### src/hdl/pad_pkg.sv
// Shared widths, counts and types for the console pad port logic
// Pad word layout constants used by mapper, tracker and sequencer
package pad_pkg;

	// ======================================================================
	// Widths and counts
	// ======================================================================
	localparam int HOST_JOY_W    = 32; // One host joystick word
	localparam int NUM_PORTS     = 5;  // Multitap ports with a real pad
	localparam int PORT_IDX_W    = 3;  // Port index, counts 0 to 7
	localparam int PAD_W         = 12; // Three nibbles per pad word
	localparam int NIBBLE_W      = 4;  // Console return nibble

	// Mouse side
	localparam int MOUSE_POS_W   = 9;  // Host motion words
	localparam int MOUSE_DELTA_W = 8;  // Delta bytes sent to the console
	localparam int MOUSE_FLAGS_W = 8;  // Host mouse flag byte
	localparam int MOUSE_TO_W    = 15; // Inactivity timeout, saturating
	localparam int MOUSE_STEP_W  = 2;  // Four position nibbles

	// Console pad outputs, SEL and CLR
	localparam int JOY_OUT_W     = 2;
	localparam int SEL_BIT       = 0;
	localparam int CLR_BIT       = 1;

	// ======================================================================
	// Types
	// ======================================================================
	typedef logic [PAD_W-1:0]      pad_word_t;
	typedef pad_word_t [NUM_PORTS-1:0] pad_bank_t;
	typedef logic [PORT_IDX_W-1:0] port_idx_t;
	typedef logic [NIBBLE_W-1:0]   nibble_t;

	// ======================================================================
	// Pad word constants
	// ======================================================================
	// Pad word is active low
	//   [3:0]   run, select, II, I
	//   [7:4]   left, down, right, up
	//   [11:8]  VI, V, IV, III
	localparam pad_word_t IDLE_PAD = '1; // Ports 5 to 7, nothing pressed

	// Fourth nibble on a pad, zero flags a six button pad in the high bank
	localparam nibble_t PAD_TAG = '0;

	// Port with the mouse in place of a pad
	localparam port_idx_t MOUSE_PORT = '0;

endpackage

### src/hdl/pad_mapper.sv
// Host joystick registers and console pad remap
// Joystick swap for the first two pads, five active low pad words out

`timescale 1ns/1ps

module pad_mapper (
	input  logic                           clk_sys,
	input  logic                           reset,
	input  logic [pad_pkg::HOST_JOY_W-1:0] joy_a,
	input  logic [pad_pkg::HOST_JOY_W-1:0] joy_b,
	input  logic [pad_pkg::HOST_JOY_W-1:0] joy_2,
	input  logic [pad_pkg::HOST_JOY_W-1:0] joy_3,
	input  logic [pad_pkg::HOST_JOY_W-1:0] joy_4,
	input  logic                           joy_swap,
	output pad_pkg::pad_bank_t             pad_words
);

	// Host word in order of the multitap ports
	logic [pad_pkg::HOST_JOY_W-1:0] host_joy [pad_pkg::NUM_PORTS];

	// ======================================================================
	// Host to console bit order
	// ======================================================================
	// Host bits: 0 right, 1 left, 2 down, 3 up, 4 I, 5 II, 6 select, 7 run,
	// 8 to 11 buttons III to VI
	function automatic pad_pkg::pad_word_t remap_pad(
		input logic [pad_pkg::HOST_JOY_W-1:0] joy
	);
		pad_pkg::pad_word_t word;
		word[3:0]  = joy[7:4];                         // Run, select, II, I
		word[7:4]  = {joy[1], joy[2], joy[0], joy[3]}; // Left, down, right, up
		word[11:8] = joy[11:8];                        // VI to III
		return ~word;                                  // Console reads 0 as pressed
	endfunction

	// Swap only touches the first two pads
	always_comb begin
		host_joy[0] = joy_swap ? joy_b : joy_a;
		host_joy[1] = joy_swap ? joy_a : joy_b;
		host_joy[2] = joy_2;
		host_joy[3] = joy_3;
		host_joy[4] = joy_4;
	end

	// ======================================================================
	// Pad word registers
	// ======================================================================
	always_ff @(posedge clk_sys) begin
		if (reset) begin
			for (int i = 0; i < pad_pkg::NUM_PORTS; i++) begin
				pad_words[i] <= pad_pkg::IDLE_PAD;
			end
		end else begin
			for (int i = 0; i < pad_pkg::NUM_PORTS; i++) begin
				pad_words[i] <= remap_pad(host_joy[i]);
			end
		end
	end

endmodule

### src/hdl/mouse_tracker.sv
// Mouse emulation for console port 0
// Pending and visible delta bytes, four nibble step counter
// Inactivity timeout that rewinds the transfer

`timescale 1ns/1ps

module mouse_tracker (
	input  logic                            clk_sys,
	input  logic                            reset,
	input  logic [pad_pkg::MOUSE_POS_W-1:0] mouse_x,
	input  logic [pad_pkg::MOUSE_POS_W-1:0] mouse_y,
	input  logic                            mouse_strobe,
	input  logic                            clr,
	input  logic                            clr_rise,
	output pad_pkg::nibble_t                mouse_nibble
);

	// Deltas collected since the last transfer
	logic [pad_pkg::MOUSE_DELTA_W-1:0] pend_x;
	logic [pad_pkg::MOUSE_DELTA_W-1:0] pend_y;

	// Deltas being shifted out to the console
	logic [pad_pkg::MOUSE_DELTA_W-1:0] vis_x;
	logic [pad_pkg::MOUSE_DELTA_W-1:0] vis_y;

	logic [pad_pkg::MOUSE_STEP_W-1:0] step;
	logic [pad_pkg::MOUSE_TO_W-1:0]   mouse_to;
	logic                             to_full;

	assign to_full = &mouse_to;

	// ======================================================================
	// Timeout counter
	// ======================================================================
	// Clears while CLR is high, counts up and sticks at all ones otherwise
	always_ff @(posedge clk_sys) begin
		if (reset) begin
			mouse_to <= '0;
		end else if (clr) begin
			mouse_to <= '0;
		end else if (!to_full) begin
			mouse_to <= mouse_to + 1'b1;
		end
	end

	// ======================================================================
	// Step counter and delta registers
	// ======================================================================
	always_ff @(posedge clk_sys) begin
		if (reset) begin
			step   <= '1;
			pend_x <= '0;
			pend_y <= '0;
			vis_x  <= '0;
			vis_y  <= '0;
		end else begin
			// Idle console, next CLR rise starts at step 0
			if (to_full) step <= '1;

			if (clr_rise) begin
				step <= step + 1'b1;
				if (&step) begin
					// Hand the collected motion over for this transfer
					vis_x  <= pend_x;
					vis_y  <= pend_y;
					pend_x <= '0;
					pend_y <= '0;
				end
			end

			// A new host report wins over the clear above
			if (mouse_strobe) begin
				pend_x <= pad_pkg::MOUSE_DELTA_W'(0) - mouse_x[pad_pkg::MOUSE_DELTA_W-1:0];
				pend_y <= mouse_y[pad_pkg::MOUSE_DELTA_W-1:0];
			end
		end
	end

	// Nibble shown for the current step
	always_comb begin
		case (step)
			2'd0:    mouse_nibble = vis_x[7:4];
			2'd1:    mouse_nibble = vis_x[3:0];
			2'd2:    mouse_nibble = vis_y[7:4];
			default: mouse_nibble = vis_y[3:0];
		endcase
	end

	// Saturation holds and the step stays parked for as long as CLR stays low
	a_to_no_wrap: assert property (
		@(posedge clk_sys) disable iff (reset)
		(!clr && to_full) |=> (to_full && &step)
	) else $error("mouse_to wrapped or step moved while clr low, mouse_to=%h step=%h",
		mouse_to, step);

endmodule

### src/hdl/pad_sequencer.sv
// Console pad port sequencer
// SEL and CLR edge detection, multitap port index, six button bank
// Selects mouse byte, pad word or idle pad and latches the return nibble

`timescale 1ns/1ps

module pad_sequencer (
	input  logic                          clk_sys,
	input  logic                          reset,
	input  logic [pad_pkg::JOY_OUT_W-1:0] joy_out,
	input  logic                          turbotap,
	input  logic                          buttons6,
	input  logic                          mouse_en,
	input  logic [1:0]                    mouse_btn,
	input  pad_pkg::pad_bank_t            pad_words,
	input  pad_pkg::nibble_t              mouse_nibble,
	output logic                          clr_rise,
	output pad_pkg::nibble_t              joy_in
);

	logic [pad_pkg::JOY_OUT_W-1:0] last_out;
	logic                          sel;
	logic                          clr;
	logic                          sel_rise;

	pad_pkg::port_idx_t port_idx;
	logic               high_bank;

	logic [2*pad_pkg::NIBBLE_W-1:0] mouse_byte;
	logic [4*pad_pkg::NIBBLE_W-1:0] port_data; // Four nibbles of the current port
	logic [1:0]                     nib_sel;

	// ======================================================================
	// Edge detection on the console outputs
	// ======================================================================
	assign sel = joy_out[pad_pkg::SEL_BIT];
	assign clr = joy_out[pad_pkg::CLR_BIT];

	always_ff @(posedge clk_sys) begin
		if (reset) begin
			last_out <= '0;
		end else begin
			last_out <= joy_out;
		end
	end

	assign sel_rise = sel & ~last_out[pad_pkg::SEL_BIT];
	assign clr_rise = clr & ~last_out[pad_pkg::CLR_BIT];

	// ======================================================================
	// Port data selection
	// ======================================================================
	// Mouse low nibble is run and select of pad 0 plus the two buttons
	assign mouse_byte = {mouse_nibble,
		pad_words[0][3:2], ~mouse_btn[0], ~mouse_btn[1]};

	always_comb begin
		if (port_idx == pad_pkg::MOUSE_PORT && mouse_en) begin
			port_data = {mouse_byte, mouse_byte}; // Same byte in both banks
		end else if (port_idx < pad_pkg::PORT_IDX_W'(pad_pkg::NUM_PORTS)) begin
			port_data = {pad_pkg::PAD_TAG, pad_words[port_idx]};
		end else begin
			port_data = {pad_pkg::PAD_TAG, pad_pkg::IDLE_PAD};
		end
	end

	// Bank picks the pair, SEL picks within it
	assign nib_sel = {high_bank, sel};

	// ======================================================================
	// Port index, bank and return latch
	// ======================================================================
	always_ff @(posedge clk_sys) begin
		if (reset) begin
			port_idx  <= '0;
			high_bank <= 1'b0;
			joy_in    <= '0;
		end else begin
			joy_in <= port_data[{nib_sel, 2'b00} +: pad_pkg::NIBBLE_W];

			if (clr) begin
				// CLR restarts the scan and blanks the port
				port_idx <= '0;
				joy_in   <= '0;
				if (clr_rise) high_bank <= ~high_bank & buttons6;
			end else if (sel_rise && turbotap) begin
				port_idx <= port_idx + 1'b1; // Next multitap port
			end
		end
	end

	// CLR blanks the return and rewinds the multitap scan together
	a_clr_blank: assert property (
		@(posedge clk_sys) disable iff (reset)
		clr |=> (joy_in == '0 && port_idx == '0)
	) else $error("CLR not honoured, joy_in=%h port_idx=%h", joy_in, port_idx);

endmodule

### src/hdl/pce_input_top.sv
// Console controller port top level
// Pad mapper and mouse tracker feed the pad sequencer

`timescale 1ns/1ps

module pce_input_top (
	input  logic                              clk_sys,
	input  logic                              reset,

	// Host pads
	input  logic [pad_pkg::HOST_JOY_W-1:0]    joy_a,
	input  logic [pad_pkg::HOST_JOY_W-1:0]    joy_b,
	input  logic [pad_pkg::HOST_JOY_W-1:0]    joy_2,
	input  logic [pad_pkg::HOST_JOY_W-1:0]    joy_3,
	input  logic [pad_pkg::HOST_JOY_W-1:0]    joy_4,

	// Host mouse
	input  logic [pad_pkg::MOUSE_POS_W-1:0]   mouse_x,
	input  logic [pad_pkg::MOUSE_POS_W-1:0]   mouse_y,
	input  logic [pad_pkg::MOUSE_FLAGS_W-1:0] mouse_flags, // Bit 0 left, bit 1 right
	input  logic                              mouse_strobe,

	// Options
	input  logic                              joy_swap,
	input  logic                              turbotap,
	input  logic                              buttons6,
	input  logic                              mouse_en,

	// Console pad port
	input  logic [pad_pkg::JOY_OUT_W-1:0]     joy_out, // SEL, CLR
	output pad_pkg::nibble_t                  joy_in
);

	pad_pkg::pad_bank_t pad_words;
	pad_pkg::nibble_t   mouse_nibble;
	logic               clr_rise;

	// ======================================================================
	// Pads and mouse
	// ======================================================================
	pad_mapper u_pad_mapper (
		.clk_sys   (clk_sys),
		.reset     (reset),
		.joy_a     (joy_a),
		.joy_b     (joy_b),
		.joy_2     (joy_2),
		.joy_3     (joy_3),
		.joy_4     (joy_4),
		.joy_swap  (joy_swap),
		.pad_words (pad_words)
	);

	mouse_tracker u_mouse_tracker (
		.clk_sys      (clk_sys),
		.reset        (reset),
		.mouse_x      (mouse_x),
		.mouse_y      (mouse_y),
		.mouse_strobe (mouse_strobe),
		.clr          (joy_out[pad_pkg::CLR_BIT]),
		.clr_rise     (clr_rise),
		.mouse_nibble (mouse_nibble)
	);

	// ======================================================================
	// Console side
	// ======================================================================
	pad_sequencer u_pad_sequencer (
		.clk_sys      (clk_sys),
		.reset        (reset),
		.joy_out      (joy_out),
		.turbotap     (turbotap),
		.buttons6     (buttons6),
		.mouse_en     (mouse_en),
		.mouse_btn    (mouse_flags[1:0]),
		.pad_words    (pad_words),
		.mouse_nibble (mouse_nibble),
		.clr_rise     (clr_rise),
		.joy_in       (joy_in)
	);

endmodule

### config.mk
export PLATFORM = sky130hd
export DESIGN_NAME = pce_input_top
export DESIGN_NICKNAME = d
export VERILOG_FILES = /design/src/hdl/pad_pkg.sv /design/src/hdl/pad_mapper.sv /design/src/hdl/mouse_tracker.sv /design/src/hdl/pad_sequencer.sv /design/src/hdl/pce_input_top.sv
export SDC_FILE = /design/constraint.sdc
export NUM_CORES = 1
export LEC_CHECK = 0
export BUFFER_PORTS_ARGS = -buffer_cell sky130_fd_sc_hd__buf_2
export CORE_MARGIN = 2
export CORE_UTILIZATION = 25
export CTS_CLUSTER_DIAMETER = 150
export CTS_CLUSTER_SIZE = 40
export DETAILED_ROUTE_END_ITERATION = 12
export PLACE_DENSITY = 0.52
export REMOVE_ABC_BUFFERS = 1
export SLEW_MARGIN = 20
export SYNTH_ARGS = -nofsm -noshare
export SYNTH_HDL_FRONTEND = slang
export SYNTH_SLANG_ARGS = --single-unit
### constraint.sdc
create_clock -name clk_sys -period 1.9 [get_ports clk_sys]
set_clock_uncertainty 0.2 [all_clocks]
set_input_delay 0.095 -clock clk_sys [delete_from_list [all_inputs] [get_ports clk_sys]]
set_output_delay 0.095 -clock clk_sys [all_outputs]
set_load 0.02 [all_outputs]
* Word-level counts from Yosys, hierarchy flattened *
Index checks and enable logic that the tools add are counted.

storage, ports and cells
  bits of input ports = 195
  logic and storage cells = 63
  bits in registers = 119

cells by class
  $add $sub $neg = 4
  equal/unequal tests = 2
  reductions and logical operators = 13
  order comparisons = 2
  shift-type cells = 1
  bitwise gates (word level) = 13
  multiplexer cells = 13

operators with widths
  cell                                                 number
  NOT 12 bit                                           5
  2-to-1 mux 12 bit                                    4
  binary-select mux 12 bit (select 3 bit)              1
  2-to-1 mux 8 bit                                     4
  2-to-1 mux 16 bit                                    1
  indexed part select 16 x 5 -> 4 bit                  1
  adder 15 x 1 -> 15 bit, second input constant        1
  AND reduction 15 bit                                 1
  one-hot mux 4 bit (3 select lines)                   1
  subtractor 1 x 8 -> 8 bit, first input constant      1
  AND reduction 2 bit                                  3
  nonzero test 2 bit                                   3
  NOT 1 bit                                            5
  < comparator 3 x 4 -> 1 bit, second input constant   1
  2-to-1 mux 2 bit                                     2
  adder 3 x 1 -> 3 bit, second input constant          1
  bitwise AND 1 bit                                    3
  logical NOT 3 bit                                    1
  < comparator 3 bit, second input constant            1
  AND reduction 3 bit                                  1
  adder 2 x 1 -> 2 bit, second input constant          1
  equality test 2 x 1 -> 1 bit, second input constant  1
  equality test 2 bit, second input constant           1
  logical AND 1 bit                                    2
  other kinds (2)                                      2

* Longest topological paths before layout *
  depth after elaboration = 5
  depth in mapped cells = 9

* Hierarchy *
Synthesis repeated with hierarchy kept, for this count alone.

second synthesis, totals
  cell total of the unflattened synthesis = 524
  area, all modules = 5,061.1 um2

modules (own cells, without submodules)
  module         cells an instance  times used  seq. area each (um2)  area each (um2)
  mouse_tracker  254                1           980.9                 2,153.3
  pad_mapper     153                1           1,201.2               1,890.6
  pad_sequencer  117                1           200.2                 1,017.2

* Least setup slack after synthesis *
No wires, ideal clock.

  path kind = flip-flop to flip-flop
  start = register u_pad_sequencer.port_idx[0]
  end = register u_pad_sequencer.joy_in[3]
  path slack = -0.036 ns
  buffers on the path = 3
  library setup time = 0.136 ns
  cell stages (with the launch flop) = 10
  data arrival time = 1.600 ns
  required time = 1.564 ns
  cells stage by stage = dfxtp_1 -> buf_2 -> buf_6 -> inv_1 -> ha_1 -> nand2_1 -> or2_2 -> buf_2 -> a311oi_1 -> a2111oi_2

between the ends
  word-level cells in the longest chain between the ends = 5
  elaborated cells on any way between the ends = 8
  those cells by class = order compare: 1; shift: 1; mux: 4; reduce/logical: 2

ends and longest elaborated chain
  what                                     line                 source
  start: declaration                       pad_sequencer.sv:26  pad_pkg::port_idx_t port_idx;
  start signal: assignment                 pad_sequencer.sv:87  port_idx <= port_idx + 1'b1;
  binary-select mux 12 bit (select 3 bit)  pad_sequencer.sv:61  port_data = {pad_pkg::PAD_TAG, pad_words[port_idx]};
  2-to-1 mux 12 bit (implied by the code)  pad_sequencer.sv:61
  2-to-1 mux 12 bit                        pad_sequencer.sv:60  end else if (port_idx < pad_pkg::PORT_IDX_W'(pad_pkg::NUM_PORTS)) begin
  2-to-1 mux 16 bit *                      pad_sequencer.sv:58  if (port_idx == pad_pkg::MOUSE_PORT && mouse_en) begin
  indexed part select 16 x 5 -> 4 bit *    pad_sequencer.sv:79  joy_in <= port_data[{nib_sel, 2'b00} +: pad_pkg::NIBBLE_W];
  end signal: assignment                   pad_sequencer.sv:79
  end: declaration                         pad_sequencer.sv:18  output pad_pkg::nibble_t joy_in

Mark *: on every way between the ends. The rest lies on a longest branch, timed or not. The select of a mux whose other input is x is not followed.
A chain may end at the register's enable or synchronous reset.

* Final worst setup path *
  start = register u_pad_sequencer.port_idx[1]
  end = register u_pad_sequencer.joy_in[0]

The elaborated chain is that of the path after synthesis.

==> results.toml <==
[synthesis]
syn_area_um2 = 5200
postSynthCellCount = 556
yosysWarnings = 0
synth.area.top_cells = "dfxtp_1, mux2i_1, nand2b_1"
synth_ff_type = "dfxtp_1"
synth_edf_count = 0
synth_top_area_share_pct = 45.8
ys_ff_latch = 119
async_flop_share_pct = 0
synthDistinctLibCells = 54
synth_top_cell_by_area = "dfxtp_1"
synth.avg_cell_area_um2 = 9.36
yosysSeqAreaShare_pct = 45.8

[drt]
vias = 4613
drc = 0
routedWlPerCell_um = 13.2
ant_nets = 0
drtIter0Drc = 158
drt-total-wl_um = 13800
first_pass_iters = 4
avgViaCountPerCell = 4.38

[sta]
period_needed_ns = 1.86
timing.hold.ws_ns = 0.0647
rsz0062_at_grt = "true"
setup_violations = 0
hold_viol_final = 0
tightest_slew_ns = 0.483
slew_headroom_pct = 67.8
fin_ws_ns = 0.0410
drv_slew = 0
max_freq_ghz = 0.538
final.setup.tns_ns = 0
min_period_over_period_pct = 97.8

[cells_and_area]
multi_input_area_um2 = 2740
layout.nets = 972
layout.cells.non_filler = 1052
layout_common_cells = "dfxtp_1, dlygate4sd3_1, buf_2, nand2_1, mux2i_1"
final-seq-area_um2 = 2400
diodes = 0
final_common_cell = "dfxtp_1"
drive_above_1_share_pct = 27.9
nFillCells = 2026
synthToLayoutAreaGrowth_pct = 53.8

[die]
dieHeight_um = 148
design.core.area_um2 = 20400
die_x_um = 148
core.rowCount = 52
io_pins = 199
design.die.area_um2 = 22000
start_util_pct = 25.6

[clock_network]
clk_latency_ns = 0.41
h-tree-depth = 4
cts.clk_slew.worst_paths_ns = 0.05
cts_buffers = 17
cts.path.max_buffers = 2
clockRootBuffer = "clkbuf_16"
cts_sinks = 119
cts_tree = "yes"

[placement]
place_ws_ns = -0.0797
gp_congestion = 0.749
placed_cells = 910
hpwlAfterDp_um = 9030
port_buffers = 90

[critical_path]
r2r_end = "u_pad_sequencer.joy_in[0]"
setup.worst_path.end = "u_pad_sequencer.joy_in[0]"
r2r_setup_slack_ns = 0.04
slowest_delay_ns = 0.39
worst-r2r-cell-count = 5
reg2reg_from = "u_pad_sequencer.port_idx[1]"
worstPathMaxFanout = 8
path_buf_inv = 1
cp.arrival_ns = 1.97
cp_top_family = "compound AO/OA/AOI/OAI gates"
start_kind = "flop"
critPathKind = "reg2reg"
end_kind = "flop"
cp.required_ns = 2.01
crit_start = "u_pad_sequencer.port_idx[1]"
path_cells = "buf_6, and3b_1, a22oi_2, nand4_1, a2111oi_4"
slowest_stage = "a2111oi_4"
cp_num_cells = 5

[power_and_ir_drop]
power_density_nw_per_um2 = 867
power_w = 0.00694
vdd_drop_max_v = 0.000610
p_leak_nw = 3.19

[grt]
track_usage_pct = 13.0
grt_pass1_wl_um = 22500
grt_antenna_before_repair = 0
grt-ovfl-total = 0
grt_max_degree = 57
grt_pass1_vias = 4623

[run_status]
outcome = "finished, final reports clean"

[min_path]
hold_class = "in2reg"

[run]
cap_violations = 0
cells in the mapped netlist (11+ instances only):
master	n
a22oi_1	12
nand2_1	53
dfxtp_1	119
a21oi_1	45
inv_1	11
nand3b_1	21
nand2b_1	41
clkbuf_1	22
mux2i_1	48
o21ai_0	14
nor2_1	17
or2_2	26
final cells by class:
class / instances / area share [%]
Multi-Input combinational cell: 388 / 34.3
Sequential cell: 119 / 30.0
Timing Repair Buffer: 232 / 22.8
Clock buffer: 21 / 6.00
Tap cell: 270 / 4.22
Clock inverter: 11 / 2.12
Inverter: 11 / 0.578
power breakdown:
part	internal (W)	leakage (nW)	switching (W)
Clock	0.00233	0.311	0.00114
Combinational	0.000454	1.89	0.000352
Sequential	0.00261	0.985	0.0000548
Total	0.00540	3.19	0.00154
how the worst min path moves through the flow:
stage               start                          end  slack, ns  cells past startpoint
4_1_cts        mouse_x[3]    u_mouse_tracker.pend_x[5]      0.003                      4
3_5_place_dp     joy_3[3]   u_pad_mapper.pad_words[40]       0.07                      2
6_report       mouse_x[3]    u_mouse_tracker.pend_x[5]       0.06                      4
2_1_floorplan       reset  u_pad_sequencer.last_out[0]      -0.04                      1
3_3_place_gp     joy_2[4]   u_pad_mapper.pad_words[24]       0.07                      2
5_1_grt          joy_swap    u_pad_mapper.pad_words[9]       0.06                      4
per-stage QoR:
step / area, um2 / util [%]
after floorplan: 5010 / -
final: 8010 / 39.3
after global routing: 8010 / 39.3
after global placement: 6070 / 29.8
after detailed placement: 6070 / 29.8
after CTS: 7890 / 38.8
flip-flops by register name, indices dropped and copies added (netlist names):
name                       cells
u_pad_mapper.pad_words        60
u_mouse_tracker.mouse_to      15
u_mouse_tracker.pend_x         8
u_mouse_tracker.pend_y         8
u_mouse_tracker.vis_x          8
u_mouse_tracker.vis_y          8
u_pad_sequencer.joy_in         4
u_pad_sequencer.port_idx       3
u_mouse_tracker.step           2
u_pad_sequencer.last_out       2
u_pad_sequencer.high_bank      1
tightest hold or removal path: stages:
cell	delay, ns
buf_2	0.08
or3_1	0.17
o211ai_1	0.13
a21oi_1	0.15
routing by layer:
layer	up-vias	global-route usage, %	routed length, um
li1	2375	-	-
met1	2125	15.7	6160
met2	86	21.9	6910
met3	27	3.13	373
met4	0	6.33	403
met5	-	0	0
repair_timing:
action                                  CTS  global route
endpoints found under the hold margin    88             0
buffers inserted                          0             1
resized for setup                        22            29
pin swaps                                 4            13
endpoints found under the setup margin    4            12
hold buffers                            109             0
cell families (layout without fill, tap and decap cells):
| kind of cell | count (synthesis) | in the layout | synth area share, % |
|---|---|---|---|
| fa+ha+maj | 8 | 8 | 1.92 |
| xor+xnor | 5 | 5 | 0.841 |
| buf+inv | 49 | 275 | 4.49 |
| compound gates | 101 | 101 | 12.4 |
| mux | 48 | 48 | 9.23 |
| simple gates | 226 | 226 | 25.3 |
| flops | 119 | 119 | 45.8 |
(Power assumes the default switching activity.)
